--- config.mk ---
export PLATFORM = sky130hd
export DESIGN_NAME = hilo_reg
export DESIGN_NICKNAME = d
export VERILOG_FILES = /design/src/hdl/mdu_hilo_pkg.sv /design/src/hdl/hilo_reg.sv
export VERILOG_INCLUDE_DIRS = /design/src /design/src/hdl
export SDC_FILE = /design/constraint.sdc
export NUM_CORES = 1
export LEC_CHECK = 0
export BUFFER_PORTS_ARGS = -buffer_cell sky130_fd_sc_hd__buf_4
export CAP_MARGIN = 5
export CORE_MARGIN = 5
export CORE_UTILIZATION = 41
export CTS_CLUSTER_SIZE = 25
export DETAILED_ROUTE_END_ITERATION = 7
export PLACE_DENSITY = 0.75
export SLEW_MARGIN = 20
export SYNTH_ARGS = -nofsm -noshare
export SYNTH_HDL_FRONTEND = slang
export SYNTH_SLANG_ARGS = --single-unit
--- constraint.sdc ---
create_clock -name clk -period 0.8 [get_ports clk]
set_input_delay 0.12 -clock clk [delete_from_list [all_inputs] [get_ports clk]]
set_output_delay 0.12 -clock clk [all_outputs]
set_load 0.02 [all_outputs]
--- src/hdl/mdu_config.svh ---
`ifndef MDU_CONFIG_SVH
`define MDU_CONFIG_SVH

// Operand width of the core datapath
`define MDU_DATA_WIDTH 32

// Cycles busy stays high for a divide.
// Divider stages plus input and output registering
`define MDU_DIV_CYCLES 34

`endif
--- src/hdl/mdu_hilo_pkg.sv ---
`default_nettype none

`include "mdu_config.svh"

package mdu_hilo_pkg;

    // Architectural HI/LO pair
    typedef struct packed {
        logic [`MDU_DATA_WIDTH-1:0] hi;
        logic [`MDU_DATA_WIDTH-1:0] lo;
    } hilo_t;

    // Write port, one enable per half
    typedef struct packed {
        logic  we_hi;
        logic  we_lo;
        hilo_t data;
    } hilo_wr_t;

endpackage

`default_nettype wire

--- src/hdl/hilo_reg.sv ---
`timescale 1ns/1ps
`default_nettype none

module hilo_reg (
    input  logic                   clk,
    input  logic                   rst_n,
    input  mdu_hilo_pkg::hilo_wr_t hilo_wr,
    output mdu_hilo_pkg::hilo_t    hilo
);

    // Each half updates on its own enable
    always_ff @(posedge clk or negedge rst_n) begin
        if (!rst_n) begin
            hilo <= '0;
        end else begin
            if (hilo_wr.we_hi) begin
                hilo.hi <= hilo_wr.data.hi;
            end
            if (hilo_wr.we_lo) begin
                hilo.lo <= hilo_wr.data.lo;
            end
        end
    end

endmodule

`default_nettype wire

==> metrics.md, run 1 <==
| Metric | Value |
|---|---|
| Outcome | complete, but fails checks |
| Violated checks | setup timing |
| Slew Viols, Final | 0 |
| Port Buf Inserts | 131 |
| Core ar. | 6350 um2 |
| Post-Syn Instances | 136 |
| Clock latency on the worst-skew pair | 0.32 ns |
| Hold crit path type | in2reg |
| Critical path start-end classification | reg2out |
| Area after DPL | 3850 um2 |
| 1st-iter DRT viols | 21 |
| Synth cell types | 5 |
| Worst endpoint data arrival time | 0.89 ns |
| Final Instance Area | 4630 um2 |
| Total negative slack | -13.91 ns |
| LEAKAGE | 2.26 nW |
| Largest net degree at the start of global routing | 65 |
| Seq/Total Area, Yosys | 0.595 |
| Routed Antenna Nets | 0 |
| Ys Warns | 0 |
| Cell family with most CP delay | flip-flops |
| Share of cells above drive strength 1 | 0.965 |
| Syn_nets | 204 |
| Reg clk slew, reported paths | 0.07 ns |
| Worst Path Required | 0.68 ns |
| Final Setup Violations | 92 |
| Peak Freq | 992 MHz |
| Detailed placer's ending HPWL | 4690 um |
| Initial core utilization | 0.424 |
| Final worst slack | -0.208 ns |
| CP max stage delay | 0.42 ns |
| Wire per inst | 17.4 um |
| Die Area | 8280 um2 |
| Fin crit share | 1.26 |
| Post-layout net count | 373 |
| CTS max path bufs | 2 |
| CP bufs+invs | 1 |
| DIE HEIGHT | 91 um |
| Largest register FFs | 64 |
| Worst slew pin tran | 0.330 ns |
| DRT Pass-1 Iters | 4 |
| CP Launch Type | flop |
| Clock skew | 0 ns |
| Area grow syn2layout | 72.2% |
| RSZ-0062 raised after global routing | yes |
| First-pass GRT wire length | 10800 um |
| RD Place Congestion | 0.710 |
| Worst vdd ir | 1570 uV |
| Final Hold Fails | 0 |
| TritonCTS clock tree | yes |
| Mapped Area | 2690 um2 |
| Fin Hold WS | 0.0179 ns |
| WL final | 6750 um |
| Number of global-route vias before repair | 1993 |
| Ant. Diodes | 0 |
| CTS H-tree depth | 3 |
| Root Buffer Master | clkbuf_8 |
| Total global routing overflow | 0 |
| Final Core Density | 0.729 |
| DR vias/cell | 4.56 |
| Most frequent cells in the layout | buf_6 (79), buf_4 (70), dfrtp_2 (64) |
| DRC violations left | 0 |
| Worst path cell trace | buf_6 |
| Commonest non-fill, non-tap cell in the layout | buf_6 |
| Fin crit period | 1.01 ns |
| Crit-path max FO | 2 |
| PwrDens | 2100 nW/um2 |
| CTS buffer count | 9 |
| GRT Util Overall | 0.167 |
| Antenna violations before repair | 0 |
| Endpoint type of the worst setup path | primary output |
| CP max stage cell | dfrtp_2 |
| Num rows | 29 |
| FF+latch count, synth | 64 |
| Clock sinks | 64 |
| Max cap viols | 0 |
| Mean post-synth cell area | 19.8 um2 |
| Slew Limit Headroom | 0.780 |
| DR vias | 1765 |
| Chip Width | 91 um |
| Ports | 132 |
[cell usage after synthesis]
| cell type | n | area (um2) |
|---|---|---|
| buf_12 | 6 | 120 |
| buf_6 | 2 | 22.5 |
| dfrtp_1 | 64 | 1600 |
| mux2_2 | 4 | 45.0 |
| mux2_4 | 60 | 901 |
[final cells by class]
| class | count | area, um2 |
|---|---|---|
| fillers | 421 | 1720 |
| flip-flops and latches | 64 | 1680 |
| repair buffers | 166 | 1650 |
| multi-input cells | 64 | 950 |
| clock buffers | 11 | 151 |
| clock inverters | 5 | 103 |
| well taps | 77 | 96.3 |
[metrics by stage]
| step | total power, mW | cells | worst slack [ns] |
|---|---|---|---|
| finish | 9.73 | 387 | -0.208 |
| global route | 10.2 | 387 | -0.253 |
| CTS | 9.75 | 378 | -0.225 |
| detailed placement | 5.88 | 345 | -0.0828 |
| global placement | 5.84 | 345 | -0.0749 |
| floorplan | 4.93 | 136 | -0.0222 |
[report_power, final]
group	switching [mW]	internal (mW)	total (mW)
Clock	1.19	2.24	3.43
Sequential	0.269	3.62	3.89
Combinational	0.901	1.51	2.41
Total	2.36	7.37	9.73
[final timing paths]
path | start | endpoint | slack [ns] | cells after the start
setup / recovery | hilo[23]$_DFFE_PN0P_ | hilo[23] | -0.21 | 1
hold / removal | hilo_wr[5] | hilo[5]$_DFFE_PN0P_ | 0.02 | 2
setup reg to reg | hilo[26]$_DFFE_PN0P_ | hilo[26]$_DFFE_PN0P_ | -0.12 | 2
hold reg to reg | hilo[41]$_DFFE_PN0P_ | hilo[41]$_DFFE_PN0P_ | 0.53 | 1
max in group asynchronous | rst_n | hilo[35]$_DFFE_PN0P_ | 0.18 | 3
min in group asynchronous | rst_n | hilo[61]$_DFFE_PN0P_ | 0.33 | 3
[routing by layer]
| layer | global-route usage | routed length, um |
|---|---|---|
| met1 | 0.208 | 2670 |
| met2 | 0.268 | 3500 |
| met3 | 0.0702 | 503 |
| met4 | 0.0452 | 70 |
| met5 | 0 | 0 |
[worst reg2reg max path: cells and delay by family, from the launching register on]
kind,cells,cell delay (ns)
flip-flops,1,0.42
buffers and inverters,1,0.12
multiplexers,1,0.27
[cells by family (layout without fill, tap and decap cells)]
| family | after synthesis | after routing | share of synthesized area |
|---|---|---|---|
| buffers and inverters | 8 | 182 | 0.0530 |
| DFF | 64 | 64 | 0.595 |
| muxes | 64 | 64 | 0.352 |
[repair_timing]
item | CTS | global route
gates resized for setup | 70 | 12
cloned | 0 | 0
endpoints found under the hold margin | 66 | 8
setup endpoints to repair | 65 | 119
buffers inserted | 14 | 1
hold buffers | 3 | 8
(Power assumes the default switching activity.)
==> run 2: changes to the inputs <==
--- a/config.mk
+++ b/config.mk
@@ -8,7 +8,7 @@
 export LEC_CHECK = 0
 export BUFFER_PORTS_ARGS = -buffer_cell sky130_fd_sc_hd__buf_4
 export CAP_MARGIN = 5
-export CORE_MARGIN = 5
+export CORE_MARGIN = 2
 export CORE_UTILIZATION = 41
 export CTS_CLUSTER_SIZE = 25
 export DETAILED_ROUTE_END_ITERATION = 7
==> run 2 against run 1 <==
The run still ends with setup timing left. Critical path type unchanged. Critical endpoint is now hilo[38]. Hold slack improved by 0.0076 ns. Register-to-register slack barely moved. Wire length fell by 8.9%. Sequential share of layout area rose by 0.38 points. Highest routed layer unchanged. Worst setup slack improved by 0.0061 ns.
==> metrics.md, run 2 (synthesized netlist as in run 1, its figures left out) <==
| Metric | Value |
|---|---|
| CTS max path bufs | 2 (unchanged) |
| Outcome | complete, but fails checks |
| R2R depth | 2 (unchanged) |
| Largest net degree at the start of global routing | 34 (-48%) |
| WL final | 6150 um (-8.9%) |
| LEAKAGE | 2.24 nW (-0.90%) |
| TritonCTS clock tree | yes |
| Port Buf Inserts | 131 (unchanged) |
| Antenna violations before repair | 0 (unchanged) |
| Fillers | 402 (-4.5%) |
| CP startpoint | hilo[38]$_DFFE_PN0P_ |
| Violated checks | setup timing |
| Total global routing overflow | 0 (unchanged) |
| Worst setup endpoint | hilo[38] |
| Worst path cell trace | buf_6 |
| DR vias/cell | 4.52 (-0.88%) |
| Worst slew pin tran | 0.182 ns (-0.148 ns) |
| Worst Path Required | 0.68 ns (about the same) |
| Final Setup Violations | 93 (+1.1%) |
| DIE HEIGHT | 85 um (-6.6%) |
| Hold crit path type | in2reg |
| Pre-CTS setup slack | -0.0888 ns (-0.00596 ns) |
| 1st-iter DRT viols | 16 (-24%) |
| Endpoint type of the worst setup path | primary output |
| Number of global-route vias before repair | 1892 (-5.1%) |
| Most frequent cells in the layout | buf_6 (90), buf_4 (72), dfrtp_2 (64) |
| GRT Util Overall | 0.174 (+0.00687) |
| CTS H-tree depth | 3 (unchanged) |
| Clock latency on the worst-skew pair | 0.32 ns (about the same) |
| Worst path depth | 1 (unchanged) |
| Die Area | 7230 um2 (-13%) |
| Wire per inst | 15.8 um (-9.1%) |
| DRT Pass-1 Iters | 3 (-1) |
| Largest register FFs | 64 (unchanged) |
| Slew Viols, Final | 0 (unchanged) |
| Cell family with most CP delay | flip-flops |
| RSZ-0062 raised after global routing | yes |
| PwrDens | 1920 nW/um2 (-8.7%) |
| R2r startpoint | hilo[38]$_DFFE_PN0P_ |
| Reg clk slew, reported paths | 0.06 ns (about the same) |
| DR vias | 1754 (-0.62%) |
| Final Hold Fails | 0 (unchanged) |
| Reg-to-Reg End | hilo[38]$_DFFE_PN0P_ |
| RD Place Congestion | 0.697 (-1.8%) |
| Post-layout net count | 376 (+0.80%) |
| Fin crit period | 1.00 ns (-0.00606 ns) |
| Total negative slack | -14.35 ns (-0.440 ns) |
| Chip Width | 85 um (-6.6%) |
| Share of cells above drive strength 1 | 0.990 (+0.0258) |
| Worst vdd ir | 1290 uV (-18%) |
| Worst endpoint data arrival time | 0.88 ns (about the same) |
| Final Instance Area | 4580 um2 (-1.0%) |
| Clock sinks | 64 (unchanged) |
| Final worst slack | -0.202 ns (+0.00606 ns) |
| Area after DPL | 3860 um2 (+0.39%) |
| Root Buffer Master | clkbuf_8 |
| CP max stage cell | dfrtp_2 |
| Num rows | 29 (unchanged) |
| DRC violations left | 0 (unchanged) |
| Slew Limit Headroom | 0.879 (+0.0987) |
| First-pass GRT wire length | 9670 um (-11%) |
| CP max stage delay | 0.43 ns (about the same) |
| Area grow syn2layout | 70.4% |
| Clock skew | 0 ns (unchanged) |
| Peak Freq | 998 MHz (+0.60%) |
| CP Launch Type | flop |
| Commonest non-fill, non-tap cell in the layout | buf_6 |
| CP bufs+invs | 1 (unchanged) |
| Crit-path max FO | 2 (unchanged) |
| Ant. Diodes | 0 (unchanged) |
| CTS buffer count | 9 (unchanged) |
| Critical path start-end classification | reg2out |
| Routed Antenna Nets | 0 (unchanged) |
| Core ar. | 6350 um2 (unchanged) |
| Max cap viols | 0 (unchanged) |
| Detailed placer's ending HPWL | 4170 um (-11%) |
| Ports | 132 (unchanged) |
| Setup slack, reg-to-reg | -0.12 ns (about the same) |
| Fin crit share | 1.25 (-0.00757) |
| Initial core utilization | 0.424 (unchanged) |
==> run 2: cell count changes in the layout (fill, tap and decap cells not counted), sizes merged, moves of 2 or more <==
cell / change
buf: +13
bufinv: -3
clkbuf: +3
dlygate4sd3: -8
dlymetal6s4s: -2
==> run 2: layout make-up <==
class / count / area [um2] / share of cell area
clock buffers: 14 / 173 / 0.0377
repair buffers: 169 / 1680 / 0.367
flip-flops and latches: 64 / 1680 / 0.367
well taps: 77 / 96.3 / 0.0210
multi-input cells: 64 / 950 / 0.207
==> run 2: through the flow <==
| step | total power [mW] | hold WS (ns) | utilization | std cells |
|---|---|---|---|---|
| floorplan | 4.93 | -0.176 | - | 136 |
| global placement | 5.83 | 0.102 | 0.609 | 347 |
| detailed placement | 5.87 | 0.101 | 0.609 | 347 |
| CTS | 8.82 | 0.00312 | 0.709 | 386 |
| global route | 9.21 | 0.00473 | 0.722 | 388 |
| finish | 8.80 | 0.0255 | 0.722 | 388 |
==> run 2: report_power, final <==
| group | internal [mW] | switching (mW) |
|---|---|---|
| logic | 1.58 | 0.897 |
| registers | 3.63 | 0.275 |
| clock network | 1.35 | 1.07 |
==> run 2: worst reg2reg max path, stage by stage, from the launching register on <==
cell     delay (ns)
dfrtp_2        0.43
buf_6          0.12
mux2_4         0.26
==> run 2: timing repair <==
item                                    in CTS  in global routing
buffers inserted                            24                  2
cloned                                       0                  0
hold endpoints to repair                    64                  0
hold buffers                                 1                  0
endpoints found under the setup margin      64                114
resized for setup                           73                 18
==> run 2: how the worst min path moves through the flow <==
stage               slack (ns)   startpoint  cells past startpoint                   end
finish                    0.03  hilo_wr[52]                      2  hilo[52]$_DFFE_PN0P_
global route             0.005  hilo_wr[52]                      2  hilo[52]$_DFFE_PN0P_
CTS                      0.003   hilo_wr[6]                      2   hilo[6]$_DFFE_PN0P_
detailed placement        0.10        rst_n                      2  hilo[52]$_DFFE_PN0P_
global placement          0.10        rst_n                      2  hilo[52]$_DFFE_PN0P_
floorplan                -0.18        rst_n                      0   hilo[0]$_DFFE_PN0P_
==> run 2: metal layers <==
layer  vias to the layer above  share of wire  global-route usage
met5                         -              0                   0
met4                         0          0.012              0.0736
met3                         7          0.065              0.0457
met2                        74           0.51               0.278
met1                       862           0.41               0.224
li1                        811              -                   -
==> run 3: changes to the inputs <==
--- a/config.mk
+++ b/config.mk
@@ -13,6 +13,7 @@
 export CTS_CLUSTER_SIZE = 25
 export DETAILED_ROUTE_END_ITERATION = 7
 export PLACE_DENSITY = 0.75
+export RECOVER_POWER = 50
 export SLEW_MARGIN = 20
 export SYNTH_ARGS = -nofsm -noshare
 export SYNTH_HDL_FRONTEND = slang
==> constraint.sdc (replaced) <==
create_clock -name clk -period 0.8 [get_ports clk]
set_input_delay 0.12 -clock clk [delete_from_list [all_inputs] [get_ports clk]]
set_output_delay 0.12 -clock clk [all_outputs]
set_load 0.01 [all_outputs]
==> run 3 against run 2 <==
The run still ends with setup timing left. Cell count is 1.8% higher. Non-clock buffer count up 6. Wire length rose by 6.4%. Fmax rose by 1.1%. Clock skew unchanged. Final area fell by 1.7%. Utilization down 1.2 points. Critical path depth stayed put. Clock-buffer cell count is 2 lower. Global-route usage rose by 0.47 points.
==> metrics.md, run 3 (synthesized netlist as in run 1, its figures left out) <==
| Metric | Value |
|---|---|
| First-pass GRT wire length | 9950 um (+2.9%) |
| Most frequent cells in the layout | buf_4 (94), buf_6 (75), dfrtp_1 (64) |
| WL final | 6540 um (+6.4%) |
| R2R depth | 2 (unchanged) |
| DR vias | 1787 (+1.9%) |
| Detailed placer's ending HPWL | 4310 um (+3.5%) |
| Root Buffer Master | clkbuf_8 |
| CP max stage cell | dfrtp_1 |
| Ports | 132 (unchanged) |
| DR vias/cell | 4.52 (about the same) |
| Crit-path max FO | 2 (unchanged) |
| Wire per inst | 16.6 um (+4.6%) |
| Peak Freq | 1010 MHz (+1.1%) |
| Core ar. | 6350 um2 (unchanged) |
| 1st-iter DRT viols | 38 (+22) |
| Worst path depth | 1 (unchanged) |
| Worst path cell trace | buf_6 |
| Endpoint type of the worst setup path | primary output |
| TritonCTS clock tree | yes |
| Clock latency on the worst-skew pair | 0.32 ns (about the same) |
| Total negative slack | -14.14 ns (+0.211 ns) |
| Worst vdd ir | 1430 uV (+11%) |
| DIE HEIGHT | 85 um (unchanged) |
| Clock skew | 0 ns (unchanged) |
| CTS H-tree depth | 3 (unchanged) |
| Area after DPL | 3780 um2 (-2.3%) |
| Critical path start-end classification | reg2out |
| Largest register FFs | 64 (unchanged) |
| Hold crit path type | in2reg |
| WHS Path Cells | 2 (unchanged) |
| CTS buffer count | 9 (unchanged) |
| CP max stage delay | 0.41 ns (-0.02 ns) |
| PwrDens | 2030 nW/um2 (+5.6%) |
| GRT Util Overall | 0.178 (+0.00471) |
| Fin crit share | 1.24 (-0.0139) |
| Routed Antenna Nets | 0 (unchanged) |
| CP Launch Type | flop |
| Initial core utilization | 0.424 (unchanged) |
| Total global routing overflow | 0 (unchanged) |
| Slew Limit Headroom | 0.748 (-0.131) |
| Outcome | complete, but fails checks |
| Port Buf Inserts | 131 (unchanged) |
| LEAKAGE | 2.32 nW (+3.6%) |
| Die Area | 7230 um2 (unchanged) |
| DRC violations left | 0 (unchanged) |
| Num rows | 29 (unchanged) |
| Worst slew pin tran | 0.378 ns (+0.196 ns) |
| Area grow syn2layout | 67.6% |
| Finished Layout Cells | 395 (+1.8%) |
| Final Core Density | 0.710 (-0.0120) |
| Violated checks | setup timing |
| Fillers | 420 (+4.5%) |
| DP Cell Count | 346 (-0.29%) |
| RSZ-0062 raised after global routing | yes |
| Cell family with most CP delay | flip-flops |
| Fin crit period | 0.991 ns (-0.0111 ns) |
| Number of global-route vias before repair | 1959 (+3.5%) |
| Post-layout net count | 382 (+1.6%) |
| Final Setup Violations | 97 (+4.3%) |
| RD Place Congestion | 0.724 (+3.9%) |
| Max cap viols | 0 (unchanged) |
| Final Instance Area | 4510 um2 (-1.7%) |
| Ant. Diodes | 0 (unchanged) |
| Worst endpoint data arrival time | 0.87 ns (about the same) |
| Share of cells above drive strength 1 | 0.789 (-0.201) |
| Commonest non-fill, non-tap cell in the layout | buf_4 |
| Largest net degree at the start of global routing | 36 (+5.9%) |
| Pre-CTS setup slack | -0.0895 ns (-0.000765 ns) |
| CTS max path bufs | 2 (unchanged) |
| Chip Width | 85 um (unchanged) |
| Final Hold Fails | 0 (unchanged) |
| Fin Hold WS | 0.0154 ns (-0.0102 ns) |
| DRT Pass-1 Iters | 4 (+1) |
| Final Total Pwr | 9.13 mW (+3.8%) |
| Final worst slack | -0.191 ns (+0.0111 ns) |
| Slew Viols, Final | 0 (unchanged) |
| Clock sinks | 64 (unchanged) |
| Antenna violations before repair | 0 (unchanged) |
| Worst Path Required | 0.68 ns (about the same) |
| CP bufs+invs | 1 (unchanged) |
| Reg clk slew, reported paths | 0.07 ns (about the same) |
[run 3: cell count changes in the layout (fill, tap and decap cells not counted), sizes merged]
cell / change
clkbuf: -1
clkinv: +1
bufinv: +2
buf: +5
[run 3: final timing paths]
path | from | endpoint | slack (ns)
hold reg to reg | hilo[31]$_DFFE_PN0P_ | hilo[31]$_DFFE_PN0P_ | 0.53
setup reg to reg | hilo[6]$_DFFE_PN0P_ | hilo[6]$_DFFE_PN0P_ | -0.12
setup / recovery | hilo[6]$_DFFE_PN0P_ | hilo[6] | -0.19
max in group asynchronous | rst_n | hilo[29]$_DFFE_PN0P_ | 0.07
min in group asynchronous | rst_n | hilo[34]$_DFFE_PN0P_ | 0.40
hold / removal | hilo_wr[52] | hilo[52]$_DFFE_PN0P_ | 0.02
[run 3: what timing repair did]
action / CTS / global route
resized for setup: 64 / 10
endpoints found under the setup margin: 64 / 95
endpoints found under the hold margin: 64 / 0
buffers inserted: 22 / 11
hold buffers: 1 / 0
[run 3: power by group]
group	total (mW)	leakage (nW)	switching, mW	internal (mW)
registers	3.83	0.748	0.264	3.56
logic	2.19	1.46	0.659	1.53
clock network	3.12	0.112	1.21	1.91
[run 3: layout make-up]
class / instances / area, um2 / area share
timing repair buffer: 175 / 1640 / 0.365
clock inverter: 3 / 65.1 / 0.0144
tap: 77 / 96.3 / 0.0214
clock buffer: 12 / 155 / 0.0344
sequential: 64 / 1600 / 0.355
multi-input combinational: 64 / 946 / 0.210
[run 3: layer usage]
layer  global-route usage  up-vias  routed length (um)
li1                     -      824                   -
met5                    0        -                   0
met2                0.287       75                3420
met3               0.0613       10                 491
met4               0.0736        0                  89
met1                0.220      878                2540
